## config.mk

```make
export PLATFORM = sky130hd
export DESIGN_NAME = vga_line_top
export DESIGN_NICKNAME = d
export VERILOG_FILES = /design/src/vga_pkg.sv /design/src/vga_apb_regs.sv /design/src/vga_scan_timer.sv /design/src/vga_pixel_out.sv /design/src/vga_line_top.sv
export SDC_FILE = /design/constraint.sdc
export NUM_CORES = 1
export LEC_CHECK = 0
export ABC_AREA = 1
export BUFFER_PORTS_ARGS = -buffer_cell sky130_fd_sc_hd__buf_2
export CORE_UTILIZATION = 50
export DETAILED_ROUTE_END_ITERATION = 8
export PLACE_DENSITY_LB_ADDON = 0.3
export SLEW_MARGIN = 10
export SYNTH_ARGS = -nofsm -noshare
export SYNTH_HDL_FRONTEND = slang
export SYNTH_HIERARCHICAL = 1
export SYNTH_SLANG_ARGS = --single-unit
```

## constraint.sdc

```tcl
create_clock -name clk_vga -period 4 [get_ports clk_vga]
set_clock_uncertainty 0.05 [all_clocks]
set_input_delay 0 -clock clk_vga [delete_from_list [all_inputs] [get_ports clk_vga]]
set_output_delay 0 -clock clk_vga [all_outputs]
set_load 0.02 [all_outputs]
```

## src/vga_pkg.sv

```systemverilog
package vga_pkg;

    typedef logic [10:0] coord_t;     // pixel or line count / coordinate
    typedef logic [8:0]  rgb9_t;      // {r[2:0], g[2:0], b[2:0]}
    typedef logic [3:0]  chan4_t;     // one dac channel
    typedef logic [4:0]  apb_addr_t;  // byte address, 8 words
    typedef logic [31:0] apb_data_t;

    // default timing, 1280x1024 @ 108 MHz pixel clock
    localparam coord_t def_h_disp  = 11'd1280;
    localparam coord_t def_h_front = 11'd48;
    localparam coord_t def_h_sync  = 11'd112;
    localparam coord_t def_h_total = 11'd1688;  // back porch 248
    localparam coord_t def_v_disp  = 11'd1024;
    localparam coord_t def_v_front = 11'd1;
    localparam coord_t def_v_sync  = 11'd3;
    localparam coord_t def_v_total = 11'd1066;  // back porch 38

    localparam coord_t def_barw = 11'd160;      // 8 bars across 1280

    // register map
    localparam apb_addr_t reg_ctrl   = 5'h00;
    localparam apb_addr_t reg_solid  = 5'h04;
    localparam apb_addr_t reg_barw   = 5'h08;
    localparam apb_addr_t reg_htime0 = 5'h0C;   // front[26:16], disp[10:0]
    localparam apb_addr_t reg_htime1 = 5'h10;   // total[26:16], sync[10:0]
    localparam apb_addr_t reg_vtime0 = 5'h14;   // same layout, in lines
    localparam apb_addr_t reg_vtime1 = 5'h18;
    localparam apb_addr_t reg_status = 5'h1C;   // read only

    // ctrl fields, bit positions
    localparam int ctrl_enable = 0;
    localparam int ctrl_mode   = 1;             // lsb of 2 bit field
    localparam int ctrl_hpol   = 3;
    localparam int ctrl_vpol   = 4;

    // pixel source select
    localparam logic [1:0] mode_ext   = 2'd0;
    localparam logic [1:0] mode_solid = 2'd1;
    localparam logic [1:0] mode_bars  = 2'd2;
    localparam logic [1:0] mode_blank = 2'd3;

    // colour bar sequence, octal digits map to r, g, b
    localparam rgb9_t bar_colors [8] = '{
        9'o777,   // white
        9'o700,   // red
        9'o707,   // magenta
        9'o770,   // yellow
        9'o070,   // green
        9'o007,   // blue
        9'o077,   // cyan
        9'o000    // black
    };

endpackage

```

## src/vga_apb_regs.sv

```systemverilog
module vga_apb_regs (
    input  logic               clk_vga,
    input  logic               RST_N,
    input  logic               psel,
    input  logic               penable,
    input  logic               pwrite,
    input  vga_pkg::apb_addr_t paddr,
    input  vga_pkg::apb_data_t pwdata,
    input  logic               frame_start,  // from timer, last pixel of frame
    input  vga_pkg::coord_t    line,         // current v count
    output vga_pkg::apb_data_t prdata,
    output logic               pready,
    output logic               pslverr,
    output logic               enable,
    output logic [1:0]         mode,
    output logic               hs_pol,
    output logic               vs_pol,
    output vga_pkg::rgb9_t     solid,
    output vga_pkg::coord_t    barw,
    output vga_pkg::coord_t    h_disp,
    output vga_pkg::coord_t    h_front,
    output vga_pkg::coord_t    h_sync,
    output vga_pkg::coord_t    h_total,
    output vga_pkg::coord_t    v_disp,
    output vga_pkg::coord_t    v_front,
    output vga_pkg::coord_t    v_sync,
    output vga_pkg::coord_t    v_total
);

    logic [4:0]         ctrl_q;                  // pol, pol, mode, enable
    vga_pkg::rgb9_t     solid_q;
    vga_pkg::coord_t    barw_q;
    vga_pkg::coord_t    hd_q, hf_q, hs_q, ht_q;  // programmed timing
    vga_pkg::coord_t    vd_q, vf_q, vs_q, vt_q;
    logic [15:0]        frame_cnt;
    logic               access;                  // apb access phase
    logic               addr_hit;
    logic               wr_en;
    vga_pkg::apb_data_t rd_data;

    assign access = psel & penable;
    assign pready = 1'b1;                        // never stall
    // status is read only, writing it is an error
    assign pslverr = access & (~addr_hit | (pwrite & (paddr == vga_pkg::reg_status)));
    assign wr_en = access & pwrite & ~pslverr;

    always_comb
    begin
        addr_hit = 1'b1;
        rd_data = '0;
        case (paddr)
            vga_pkg::reg_ctrl:   rd_data = {27'd0, ctrl_q};
            vga_pkg::reg_solid:  rd_data = {23'd0, solid_q};
            vga_pkg::reg_barw:   rd_data = {21'd0, barw_q};
            vga_pkg::reg_htime0: rd_data = {5'd0, hf_q, 5'd0, hd_q};
            vga_pkg::reg_htime1: rd_data = {5'd0, ht_q, 5'd0, hs_q};
            vga_pkg::reg_vtime0: rd_data = {5'd0, vf_q, 5'd0, vd_q};
            vga_pkg::reg_vtime1: rd_data = {5'd0, vt_q, 5'd0, vs_q};
            vga_pkg::reg_status: rd_data = {frame_cnt, 5'd0, line};
            default:             addr_hit = 1'b0;  // unaligned offsets
        endcase
    end

    assign prdata = psel ? rd_data : '0;         // quiet bus when idle

    // programmed registers
    always_ff @(posedge clk_vga or negedge RST_N)
    begin
        if (!RST_N)
        begin
            ctrl_q  <= '0;                       // disabled out of reset
            solid_q <= '0;
            barw_q  <= vga_pkg::def_barw;
            hd_q    <= vga_pkg::def_h_disp;
            hf_q    <= vga_pkg::def_h_front;
            hs_q    <= vga_pkg::def_h_sync;
            ht_q    <= vga_pkg::def_h_total;
            vd_q    <= vga_pkg::def_v_disp;
            vf_q    <= vga_pkg::def_v_front;
            vs_q    <= vga_pkg::def_v_sync;
            vt_q    <= vga_pkg::def_v_total;
        end
        else if (wr_en)
        begin
            case (paddr)
                vga_pkg::reg_ctrl:   ctrl_q  <= pwdata[4:0];
                vga_pkg::reg_solid:  solid_q <= pwdata[8:0];
                vga_pkg::reg_barw:   barw_q  <= pwdata[10:0];
                vga_pkg::reg_htime0:
                begin
                    hd_q <= pwdata[10:0];
                    hf_q <= pwdata[26:16];
                end
                vga_pkg::reg_htime1:
                begin
                    hs_q <= pwdata[10:0];
                    ht_q <= pwdata[26:16];
                end
                vga_pkg::reg_vtime0:
                begin
                    vd_q <= pwdata[10:0];
                    vf_q <= pwdata[26:16];
                end
                vga_pkg::reg_vtime1:
                begin
                    vs_q <= pwdata[10:0];
                    vt_q <= pwdata[26:16];
                end
                default: ;                       // status, unmapped
            endcase
        end
    end

    // shadow timing, follows while idle, else only at frame wrap
    always_ff @(posedge clk_vga or negedge RST_N)
    begin
        if (!RST_N)
        begin
            h_disp  <= vga_pkg::def_h_disp;
            h_front <= vga_pkg::def_h_front;
            h_sync  <= vga_pkg::def_h_sync;
            h_total <= vga_pkg::def_h_total;
            v_disp  <= vga_pkg::def_v_disp;
            v_front <= vga_pkg::def_v_front;
            v_sync  <= vga_pkg::def_v_sync;
            v_total <= vga_pkg::def_v_total;
        end
        else if (!enable || frame_start)
        begin
            h_disp  <= hd_q;
            h_front <= hf_q;
            h_sync  <= hs_q;
            h_total <= ht_q;
            v_disp  <= vd_q;
            v_front <= vf_q;
            v_sync  <= vs_q;
            v_total <= vt_q;
        end
    end

    always_ff @(posedge clk_vga or negedge RST_N)
    begin
        if (!RST_N)
            frame_cnt <= '0;
        else if (frame_start)
            frame_cnt <= frame_cnt + 16'd1;      // wraps silently
    end

    assign enable = ctrl_q[vga_pkg::ctrl_enable];
    assign mode   = ctrl_q[vga_pkg::ctrl_mode +: 2];
    assign hs_pol = ctrl_q[vga_pkg::ctrl_hpol];
    assign vs_pol = ctrl_q[vga_pkg::ctrl_vpol];
    assign solid  = solid_q;                     // colour side not shadowed
    assign barw   = barw_q;

endmodule

```

## src/vga_scan_timer.sv

```systemverilog
module vga_scan_timer (
    input  logic            clk_vga,
    input  logic            RST_N,
    input  logic            enable,
    input  vga_pkg::coord_t h_disp,
    input  vga_pkg::coord_t h_front,
    input  vga_pkg::coord_t h_sync,
    input  vga_pkg::coord_t h_total,
    input  vga_pkg::coord_t v_disp,
    input  vga_pkg::coord_t v_front,
    input  vga_pkg::coord_t v_sync,
    input  vga_pkg::coord_t v_total,
    output logic            hsync_raw,   // active high window
    output logic            vsync_raw,
    output logic            active,
    output vga_pkg::coord_t pix_x,       // 1 based, 0 when blanked
    output vga_pkg::coord_t pix_y,
    output logic            frame_start, // both counters wrapping
    output vga_pkg::coord_t line
);

    vga_pkg::coord_t h_cnt;
    vga_pkg::coord_t v_cnt;
    vga_pkg::coord_t h_last;
    vga_pkg::coord_t v_last;
    logic            h_wrap;
    logic            v_wrap;
    logic [11:0]     hs_beg, hs_end;     // one extra bit, sums can carry
    logic [11:0]     vs_beg, vs_end;
    logic            h_vis, v_vis;
    logic            h_in_sync, v_in_sync;

    assign h_last = h_total - 11'd1;
    assign v_last = v_total - 11'd1;
    assign h_wrap = (h_cnt >= h_last);   // >= so a shrunk total cannot run away
    assign v_wrap = (v_cnt >= v_last);

    // pixel counter
    always_ff @(posedge clk_vga or negedge RST_N)
    begin
        if (!RST_N)
            h_cnt <= '0;
        else if (!enable)
            h_cnt <= '0;                 // hold at origin
        else if (h_wrap)
            h_cnt <= '0;
        else
            h_cnt <= h_cnt + 11'd1;
    end

    // line counter, steps on h wrap
    always_ff @(posedge clk_vga or negedge RST_N)
    begin
        if (!RST_N)
            v_cnt <= '0;
        else if (!enable)
            v_cnt <= '0;
        else if (h_wrap)
        begin
            if (v_wrap)
                v_cnt <= '0;
            else
                v_cnt <= v_cnt + 11'd1;
        end
    end

    // lines up with the counter wrap, so the shadow load lands on pixel 0
    assign frame_start = enable & h_wrap & v_wrap;
    assign line = v_cnt;

    // sync windows [disp+front, disp+front+sync)
    assign hs_beg = h_disp + h_front;
    assign hs_end = hs_beg + h_sync;
    assign vs_beg = v_disp + v_front;
    assign vs_end = vs_beg + v_sync;

    assign h_vis = (h_cnt < h_disp);
    assign v_vis = (v_cnt < v_disp);
    assign h_in_sync = ({1'b0, h_cnt} >= hs_beg) && ({1'b0, h_cnt} < hs_end);
    assign v_in_sync = ({1'b0, v_cnt} >= vs_beg) && ({1'b0, v_cnt} < vs_end);

    // registered outputs, one cycle behind counters
    always_ff @(posedge clk_vga or negedge RST_N)
    begin
        if (!RST_N)
        begin
            hsync_raw <= 1'b0;
            vsync_raw <= 1'b0;
            active    <= 1'b0;
            pix_x     <= '0;
            pix_y     <= '0;
        end
        else
        begin
            hsync_raw <= enable & h_in_sync;
            vsync_raw <= enable & v_in_sync;
            active    <= enable & h_vis & v_vis;
            if (enable && h_vis && v_vis)
            begin
                pix_x <= h_cnt + 11'd1;  // 1..h_disp
                pix_y <= v_cnt + 11'd1;  // 1..v_disp
            end
            else
            begin
                pix_x <= '0;
                pix_y <= '0;
            end
        end
    end

endmodule

```

## src/vga_pixel_out.sv

```systemverilog
module vga_pixel_out (
    input  logic            clk_vga,
    input  logic            RST_N,
    input  logic [1:0]      mode,
    input  logic            hs_pol,     // 1 inverts hsync
    input  logic            vs_pol,
    input  vga_pkg::rgb9_t  solid,
    input  vga_pkg::coord_t barw,
    input  logic            active,
    input  vga_pkg::coord_t pix_x,
    input  logic            hsync_raw,
    input  logic            vsync_raw,
    input  vga_pkg::rgb9_t  rgb,        // external source, same cycle
    output logic            vga_hsync,
    output logic            vga_vsync,
    output vga_pkg::chan4_t vga_red,
    output vga_pkg::chan4_t vga_green,
    output vga_pkg::chan4_t vga_blue
);

    vga_pkg::coord_t bar_cnt;           // pixels into current bar
    logic [2:0]      bar_idx;           // wraps after 8 bars
    vga_pkg::coord_t cnt_cur;
    logic [2:0]      idx_cur;
    logic            line_first;
    logic            bar_done;
    vga_pkg::rgb9_t  pix;

    // 3 bit to 4 bit, repeat msb into lsb
    function automatic vga_pkg::chan4_t expand(input logic [2:0] c);
        return {c, c[2]};
    endfunction

    // restart on x == 1 too, active may not drop with zero h blanking
    assign line_first = (pix_x == 11'd1);
    assign cnt_cur = line_first ? '0 : bar_cnt;
    assign idx_cur = line_first ? 3'd0 : bar_idx;
    assign bar_done = ({1'b0, cnt_cur} + 12'd1 >= {1'b0, barw});  // barw 0 acts as 1

    always_ff @(posedge clk_vga or negedge RST_N)
    begin
        if (!RST_N)
        begin
            bar_cnt <= '0;
            bar_idx <= '0;
        end
        else if (!active)
        begin
            bar_cnt <= '0;              // back to white each line
            bar_idx <= '0;
        end
        else if (bar_done)
        begin
            bar_cnt <= '0;
            bar_idx <= idx_cur + 3'd1;
        end
        else
        begin
            bar_cnt <= cnt_cur + 11'd1;
            bar_idx <= idx_cur;
        end
    end

    // source select
    always_comb
    begin
        case (mode)
            vga_pkg::mode_ext:   pix = rgb;
            vga_pkg::mode_solid: pix = solid;
            vga_pkg::mode_bars:  pix = vga_pkg::bar_colors[idx_cur];
            vga_pkg::mode_blank: pix = '0;
            default:             pix = '0;
        endcase
    end

    // single output register, syncs delayed alongside colour
    always_ff @(posedge clk_vga or negedge RST_N)
    begin
        if (!RST_N)
        begin
            vga_hsync <= 1'b0;          // reset polarity 0, idle low
            vga_vsync <= 1'b0;
            vga_red   <= '0;
            vga_green <= '0;
            vga_blue  <= '0;
        end
        else
        begin
            vga_hsync <= hsync_raw ^ hs_pol;
            vga_vsync <= vsync_raw ^ vs_pol;
            vga_red   <= active ? expand(pix[8:6]) : '0;  // black in blanking
            vga_green <= active ? expand(pix[5:3]) : '0;
            vga_blue  <= active ? expand(pix[2:0]) : '0;
        end
    end

endmodule

```

## src/vga_line_top.sv

```systemverilog
module vga_line_top (
    input  logic               clk_vga,
    input  logic               RST_N,
    input  logic               psel,
    input  logic               penable,
    input  logic               pwrite,
    input  vga_pkg::apb_addr_t paddr,
    input  vga_pkg::apb_data_t pwdata,
    output vga_pkg::apb_data_t prdata,
    output logic               pready,
    output logic               pslverr,
    output vga_pkg::coord_t    pix_x,      // to pixel source
    output vga_pkg::coord_t    pix_y,
    output logic               pix_req,    // same as active
    input  vga_pkg::rgb9_t     rgb,        // answer, same cycle
    output logic               vga_hsync,
    output logic               vga_vsync,
    output vga_pkg::chan4_t    vga_red,
    output vga_pkg::chan4_t    vga_green,
    output vga_pkg::chan4_t    vga_blue
);

    logic            enable;
    logic [1:0]      mode;
    logic            hs_pol, vs_pol;
    vga_pkg::rgb9_t  solid;
    vga_pkg::coord_t barw;
    vga_pkg::coord_t h_disp, h_front, h_sync, h_total;  // shadowed timing
    vga_pkg::coord_t v_disp, v_front, v_sync, v_total;
    logic            frame_start;
    vga_pkg::coord_t line;
    logic            hsync_raw, vsync_raw;

    vga_apb_regs regs_i (
        .clk_vga(clk_vga), .RST_N(RST_N),
        .psel(psel), .penable(penable), .pwrite(pwrite),
        .paddr(paddr), .pwdata(pwdata),
        .frame_start(frame_start), .line(line),
        .prdata(prdata), .pready(pready), .pslverr(pslverr),
        .enable(enable), .mode(mode), .hs_pol(hs_pol), .vs_pol(vs_pol),
        .solid(solid), .barw(barw),
        .h_disp(h_disp), .h_front(h_front), .h_sync(h_sync), .h_total(h_total),
        .v_disp(v_disp), .v_front(v_front), .v_sync(v_sync), .v_total(v_total)
    );

    vga_scan_timer timer_i (
        .clk_vga(clk_vga), .RST_N(RST_N), .enable(enable),
        .h_disp(h_disp), .h_front(h_front), .h_sync(h_sync), .h_total(h_total),
        .v_disp(v_disp), .v_front(v_front), .v_sync(v_sync), .v_total(v_total),
        .hsync_raw(hsync_raw), .vsync_raw(vsync_raw), .active(pix_req),
        .pix_x(pix_x), .pix_y(pix_y),
        .frame_start(frame_start), .line(line)
    );

    vga_pixel_out out_i (
        .clk_vga(clk_vga), .RST_N(RST_N),
        .mode(mode), .hs_pol(hs_pol), .vs_pol(vs_pol),
        .solid(solid), .barw(barw),
        .active(pix_req), .pix_x(pix_x),
        .hsync_raw(hsync_raw), .vsync_raw(vsync_raw), .rgb(rgb),
        .vga_hsync(vga_hsync), .vga_vsync(vga_vsync),
        .vga_red(vga_red), .vga_green(vga_green), .vga_blue(vga_blue)
    );

endmodule

```

==> results.ini, run 1 <==
[grt]
grt_overflow = 0
antenna_found_initial = 1
grt_pass1_wl_um = 78600
grt_max_degree = 112
grtUsageTotal_pct = 27.6
first_global_vias = 14970

[hold_path]
hold_path_class = primary input to flip-flop
hold_depth = 5

[logic_synthesis]
synth_warnings = 6
synthArstFlopShare_pct = 100
yosysTopAreaCell = dfrtp_1
synth_mux_area_share_pct = 5.48
synth.top_cell.area_share_pct = 34.5
synth_area_um2 = 17900
synth-simple-area-share_pct = 27.6
synth-xor-area-share_pct = 4.78
yosysMostFrequentCell = nand2_1
avgSynthCellArea_um2 = 8.25
synth_ff_type = dfrtp_1
synth_top_family_by_area = simple AND/OR/NAND/NOR gates
synth-seq-cells = 289
synth.yosys.seq_area_share_pct = 40.7
synth_adder_area_share_pct = 10.9
synth.top_cells.by_count = 706 x nand2_1, 247 x dfrtp_1, 177 x inv_1
synth_compound_area_share_pct = 4.33
synth.area.top_cells = dfrtp_1 35%, nand2_1 15%, ha_1 10%
syn-instance-count = 2169
synth_edf_count = 0
synth_cell_types = 53

[cells_and_area]
largest_register_ffs = 16
final_util_pct = 59.1
antenna_cells = 0
syn_to_final_growth_pct = 15.3
final_cell_area_um2 = 20600
largest-register = regs_i/frame_cnt
nNetsFinal = 2514
drive_gt1_share_pct = 17.9

[routing]
vias = 15358
route.detailed.drc = 0
drt-total-wl_um = 50100
routedWlPerCell_um = 17.9
drt_iter0_markers = 1196
ant_nets = 0
via_per_inst = 5.50
dr.pass1.iters = 6

[clocking]
cts_tree = done
clk_latency_ns = 0.53
htreeDepth = 2
cts.sinks = 289
clockRootBuffer = clkbuf_16
clock_path_buffers = 3
path_clk_slew_ns = 0.06
cts_buffers = 34

[sta]
rsz0062_at_grt = yes
holdWs_ns = 0.0367
final_max_slew_viol_count = 0
final_hold_viol_count = 0
layout_min_cycle_time_ns = 3.76
setup_viol = 0
fin_ws_ns = 0.237
slew_headroom_pct = 40.0
max_freq_mhz = 266
tns_ns = 0
tightest_slew_ns = 0.897
post-route-period-util_pct = 94.1

[floorplanning]
core_um2 = 34900
ios = 122
die_y_um = 191
rows = 68
dieArea_um2 = 36500
start_util_pct = 51.3
die_x_um = 191

[critical_path]
worstSetupStartpointType = flip-flop
arrival_ns = 4.15
critPathRequiredTime_ns = 4.38
critPathMaxFanout = 5
worstSetupEndpointType = flip-flop
worstRegToRegCells = 22
critical_path_class = flip-flop to flip-flop

[place]
hpwl_um = 36800
globalplace.congestion = 0.951
pre_cts_ws_ns = 0.0596
port_buffers = 105
place_area_um2 = 18900

[flow_run]
cap_violations = 0

[power_and_ir_drop]
p_leak_nw = 11.0
ir_worst_vdd_mv = 0.310
powerDensity_nw_per_um2 = 334

[status]
status = completed

## layout by cell type, fill, tap and decap left out, types with 6 or more instances in the layout
master,netlist,final
inv_2,7,8
dfstp_2,42,42
nand2_1,706,703
dlygate4sd3_1,0,32
mux2_2,87,87
o21ai_1,5,6
conb_1,2,6
clkbuf_16,0,34
xor2_1,70,67
buf_2,41,104
a21oi_1,75,70
nand3_1,85,85
buf_4,11,35
nor2_1,168,166
nand4_1,101,101
nand2_2,4,6
a31oi_1,14,10
xnor2_1,24,22
clkbuf_8,0,7
nor2_2,28,29
ha_1,150,146
dfrtp_1,247,247
clkbuf_1,16,9
inv_1,177,176
nor3_1,22,19
o21ai_0,21,18
## layout make-up
type                    instances  area [um2]
multi-input cells            1623        9750
flip-flops and latches        289        7280
clock inverters                12         160
well taps                     455         569
fillers                      3122       14300
inverters                     186         703
repair buffers                175        1180
clock buffers                  50         981
## power breakdown
group	internal [mW]	switching [mW]	leakage, nW	total [mW]
logic	0.243	0.444	6.53	0.687
clock network	1.91	1.25	0.559	3.16
registers	2.99	0.0591	3.87	3.05
total	5.14	1.75	11.0	6.89
## worst max-delay path: stages, from the launching register on
cell,delay (ns)
dfrtp_1,0.43
ha_1,0.37
a21oi_2,0.19
nand2_2,0.11
a31oi_4,0.20
xor2_2,0.22
ha_1,0.33
a21oi_1,0.17
o21ai_0,0.16
a21oi_2,0.18
xor2_1,0.16
ha_1,0.25
nand2_1,0.09
nor2_1,0.06
nor3_2,0.09
nand2_1,0.11
nand2_1,0.07
nand2_1,0.04
nand2_1,0.05
nand2_1,0.04
nand2_1,0.06
nand2_1,0.09
nor2_2,0.16
## stage by stage
step,power [mW],cells
after floorplan,3.49,2173
after global placement,3.72,2691
after detailed placement,3.74,2691
after CTS,6.92,2785
after global routing,7.16,2790
final,6.89,2790
## layer usage
metal  global-route usage [%]  vias to the layer above  share of wire (%)
met3                     5.07                       98                7.1
met4                     10.5                        0                3.3
met5                        0                        -                  0
met2                     45.2                      560                 47
li1                         -                     7364                  -
met1                     36.4                     7336                 43
## path summary, 6_finish.rpt
path,startpoint,end,slack (ns)
worst max register to register,regs_i/v_front[2],timer_i/vsync_raw,0.24
worst min register to register,timer_i/vsync_raw,out_i/vga_vsync,0.38
worst max-delay path,regs_i/v_front[2],timer_i/vsync_raw,0.24
min in group asynchronous,RST_N,out_i/vga_red[0],0.09
max in group asynchronous,RST_N,regs_i/h_total[7],2.72
worst min-delay path,pwrite,regs_i/solid[1],0.04
## logic make-up after synthesis
kind of cell / Yosys count
flip-flops: 289
other: 2
XOR/XNOR: 96
buffers and inverters: 261
adder cells (fa/ha/maj): 154
multiplexers: 87
AND/OR/NAND/NOR: 1143
AO/OA/AOI/OAI: 137
## what timing repair did
action | 4_1_cts | 5_1_grt
hold buffers | 32 | 0
gates resized for setup | 0 | 42
endpoints found under the hold margin | 229 | 0
setup buffers | 0 | 5
setup endpoints to repair | 0 | 84
(Power assumes the default switching activity.)
==> inputs of run 2 (changes only) <==
--- a/config.mk
+++ b/config.mk
@@ -6,6 +6,7 @@
 export NUM_CORES = 1
 export LEC_CHECK = 0
 export ABC_AREA = 1
+export ABC_CLOCK_PERIOD_IN_PS = 4000
 export BUFFER_PORTS_ARGS = -buffer_cell sky130_fd_sc_hd__buf_2
 export CORE_UTILIZATION = 50
 export DETAILED_ROUTE_END_ITERATION = 8
@@ -13,5 +14,4 @@
 export SLEW_MARGIN = 10
 export SYNTH_ARGS = -nofsm -noshare
 export SYNTH_HDL_FRONTEND = slang
-export SYNTH_HIERARCHICAL = 1
 export SYNTH_SLANG_ARGS = --single-unit
==> run 2 against run 1 <==
  * Via count down 1.9%
  * Count of clock-buffer cells in the layout down 3
  * Global-route usage up 1.1 points
  * Largest cell class unchanged
  * Final cell count down 3.4%
  * Die area down 4.3%
  * Sequential power up 15%
  * First-iteration DRC count up 6.9%
==> results.ini, run 2 <==
[sta]
slew_headroom_pct = 25.6  ; -14 points
tightest_slew_ns = 1.12  ; +0.218 ns
tns_ns = 0  ; unchanged
final_max_slew_viol_count = 0  ; unchanged
setup_viol = 0  ; unchanged
holdWs_ns = 0.0707  ; +0.0339 ns
layout_min_cycle_time_ns = 3.71  ; -0.0508 ns
final_hold_viol_count = 0  ; unchanged
max_freq_mhz = 269  ; +1.4%
post-route-period-util_pct = 92.8  ; -1.3 points
fin_ws_ns = 0.288  ; +0.0508 ns

[logic_synthesis]
yosysMostFrequentCell = nand2_1
synth_edf_count = 0  ; unchanged
synth.yosys.seq_area_share_pct = 42.6  ; +1.8 points
synth_area_um2 = 17100  ; -4.3%
yosysTopAreaCell = dfrtp_1
synth_cell_types = 48  ; -9.4%
synth_warnings = 0  ; -6
synth.area.top_cells = dfrtp_1 36%, nand2_1 11%, ha_1 11%
synth-seq-cells = 289  ; unchanged
synthArstFlopShare_pct = 100  ; unchanged
synth.top_cells.by_count = 507 x nand2_1, 278 x inv_1, 247 x dfrtp_1
avgSynthCellArea_um2 = 8.15  ; -1.1%
synth_ff_type = dfrtp_1
synth.top_cell.area_share_pct = 36.1  ; +1.6 points
syn-instance-count = 2099  ; -3.2%

[place]
globalplace.congestion = 0.918  ; -3.4%
pre_cts_ws_ns = 0.110  ; +0.0508 ns
port_buffers = 105  ; unchanged
place_inst = 2600  ; -3.4%
hpwl_um = 37300  ; +1.2%

[critical_path]
startpoint = regs_i.v_disp[0]
r2r-start = regs_i.v_disp[0]
critical_path_class = flip-flop to flip-flop
worstSetupEndpointType = flip-flop
arrival_ns = 4.12  ; -0.03 ns
worstRegToRegCells = 22  ; unchanged
critPathRequiredTime_ns = 4.41  ; +0.03 ns
critPathMaxFanout = 4  ; -1
worstSetupStartpointType = flip-flop

[grt]
grt_pass1_wl_um = 79100  ; +0.53%
first_global_vias = 14505  ; -3.1%
antenna_found_initial = 0  ; -1
grtUsageTotal_pct = 28.8  ; +1.1 points
grt_overflow = 0  ; unchanged
grt_max_degree = 112  ; unchanged

[floorplanning]
die_x_um = 187  ; -2.2%
core_um2 = 33600  ; -3.6%
die_y_um = 187  ; -2.2%
dieArea_um2 = 35000  ; -4.3%
start_util_pct = 50.9  ; -0.37 points
rows = 67  ; -1.5%
ios = 122  ; unchanged

[clocking]
cts_tree = done
clk_latency_ns = 0.53  ; about the same
clockRootBuffer = clkbuf_16
cts.sinks = 289  ; unchanged
cts_buffers = 34  ; unchanged
path_clk_slew_ns = 0.07  ; about the same
clock_path_buffers = 3  ; unchanged
htreeDepth = 2  ; unchanged

[cells_and_area]
final_cell_mix = 506 x nand2_1, 278 x inv_1, 246 x dfrtp_1
final_cells = 2694  ; -3.4%
mostFrequentLayoutCell = nand2_1
largest-register = regs_i.frame_cnt
nNetsFinal = 2426  ; -3.5%
antenna_cells = 0  ; unchanged
syn_to_final_growth_pct = 14.2
largest_register_ffs = 16  ; unchanged
drive_gt1_share_pct = 11.4  ; -6.5 points

[hold_path]
hold_path_class = primary input to async pin

[power_and_ir_drop]
power_mw = 9.69  ; +41%
p_leak_nw = 10.2  ; -7.1%
ir_worst_vdd_mv = 0.295  ; -5.1%
powerDensity_nw_per_um2 = 496  ; +48%

[routing]
drt-total-wl_um = 49900  ; -0.28%
drt_iter0_markers = 1278  ; +6.9%
routedWlPerCell_um = 18.5  ; +3.3%
vias = 15067  ; -1.9%
ant_nets = 0  ; unchanged
route.detailed.drc = 0  ; unchanged
dr.pass1.iters = 6  ; unchanged
via_per_inst = 5.59  ; +1.6%

[flow_run]
cap_violations = 0  ; unchanged

[status]
status = completed

==> run 2: cell types whose count changed after synthesis, sizes merged, moves of 26 or more <==
cell,previous run,this run
mux2,87,0
nand4,102,21
clkbuf,16,42
nand2,714,508
o21ai,26,182
inv,184,279
o22ai,0,65
nor2,198,135
==> run 2: report_power, final <==
group          switching (mW)  internal [mW]  leakage (nW)  total, mW
Clock                    1.28           1.97         0.570       3.25
Combinational            1.79           1.14          6.30       2.93
Sequential              0.256           3.25          3.31       3.51
Total                    3.33           6.37          10.2       9.69
==> run 2: worst paths after layout <==
kind | slack, ns | to
worst min register to register | 0.41 | regs_i.v_front[7]
min in group clk_vga | 0.11 | regs_i.ctrl_q[3]
max in group asynchronous | 2.80 | regs_i.vt_q[5]
worst max-delay path | 0.29 | timer_i.vsync_raw
worst min-delay path | 0.07 | regs_i.v_sync[9]
worst max register to register | 0.29 | timer_i.vsync_raw
==> run 2: what timing repair did <==
| item | in CTS | in global routing |
|---|---|---|
| hold buffers | 32 | 0 |
| setup endpoints to repair | 0 | 2 |
| endpoints found under the hold margin | 218 | 0 |
| gates resized for setup | 0 | 9 |
| buffers inserted | 0 | 1 |
==> run 2: logic make-up after synthesis <==
family / Yosys count / share of synthesized area [%]
and+or+nand+nor: 831 / 20.5
DFF: 289 / 42.6
muxes: 1 / 0.0585
adders and majority gates: 154 / 11.4
xor gates and xnor gates: 86 / 4.40
other: 2 / 0.0439
AOI/OAI and AO/OA: 375 / 12.3
buffers and inverters: 361 / 8.71
==> run 2: metal layers <==
| metal | GRT usage (%) | wire (um) | vias to the layer above |
|---|---|---|---|
| li1 | - | - | 7127 |
| met1 | 40.7 | 22200 | 7254 |
| met2 | 44.8 | 22200 | 599 |
| met3 | 5.61 | 4250 | 87 |
| met4 | 8.35 | 1330 | 0 |
| met5 | 0 | 0 | - |
==> run 2: worst max-delay path, stage by stage, from the launching register on <==
cell	delay (ns)
dfrtp_1	0.39
ha_1	0.22
fa_1	0.41
nand3_1	0.10
nand3_2	0.09
xor2_1	0.21
inv_1	0.07
ha_1	0.33
nand2_1	0.08
nand2_1	0.05
a31oi_1	0.27
o21ai_2	0.13
xnor2_1	0.14
ha_1	0.30
nand2_1	0.10
nor2_1	0.05
a211oi_1	0.18
nand2_1	0.08
nand3_1	0.07
nand2_1	0.05
a21oi_1	0.13
nor2_1	0.06
nor2_1	0.10
==> run 2: layout make-up <==
type | count | area (um2)
repair buffers | 162 | 1080
inverters | 281 | 1050
clock inverters | 14 | 204
well taps | 448 | 561
fillers | 3008 | 14100
flip-flops and latches | 289 | 7290
clock buffers | 47 | 970
multi-input cells | 1453 | 8400
==> run 2: through the flow <==
| step | area [um2] | util, % |
|---|---|---|
| final | 19600 | 58.2 |
| after global routing | 19600 | 58.2 |
| after CTS | 19500 | 58.0 |
| after detailed placement | 18000 | 53.6 |
| after global placement | 18000 | 53.6 |
| after floorplan | 17100 | - |
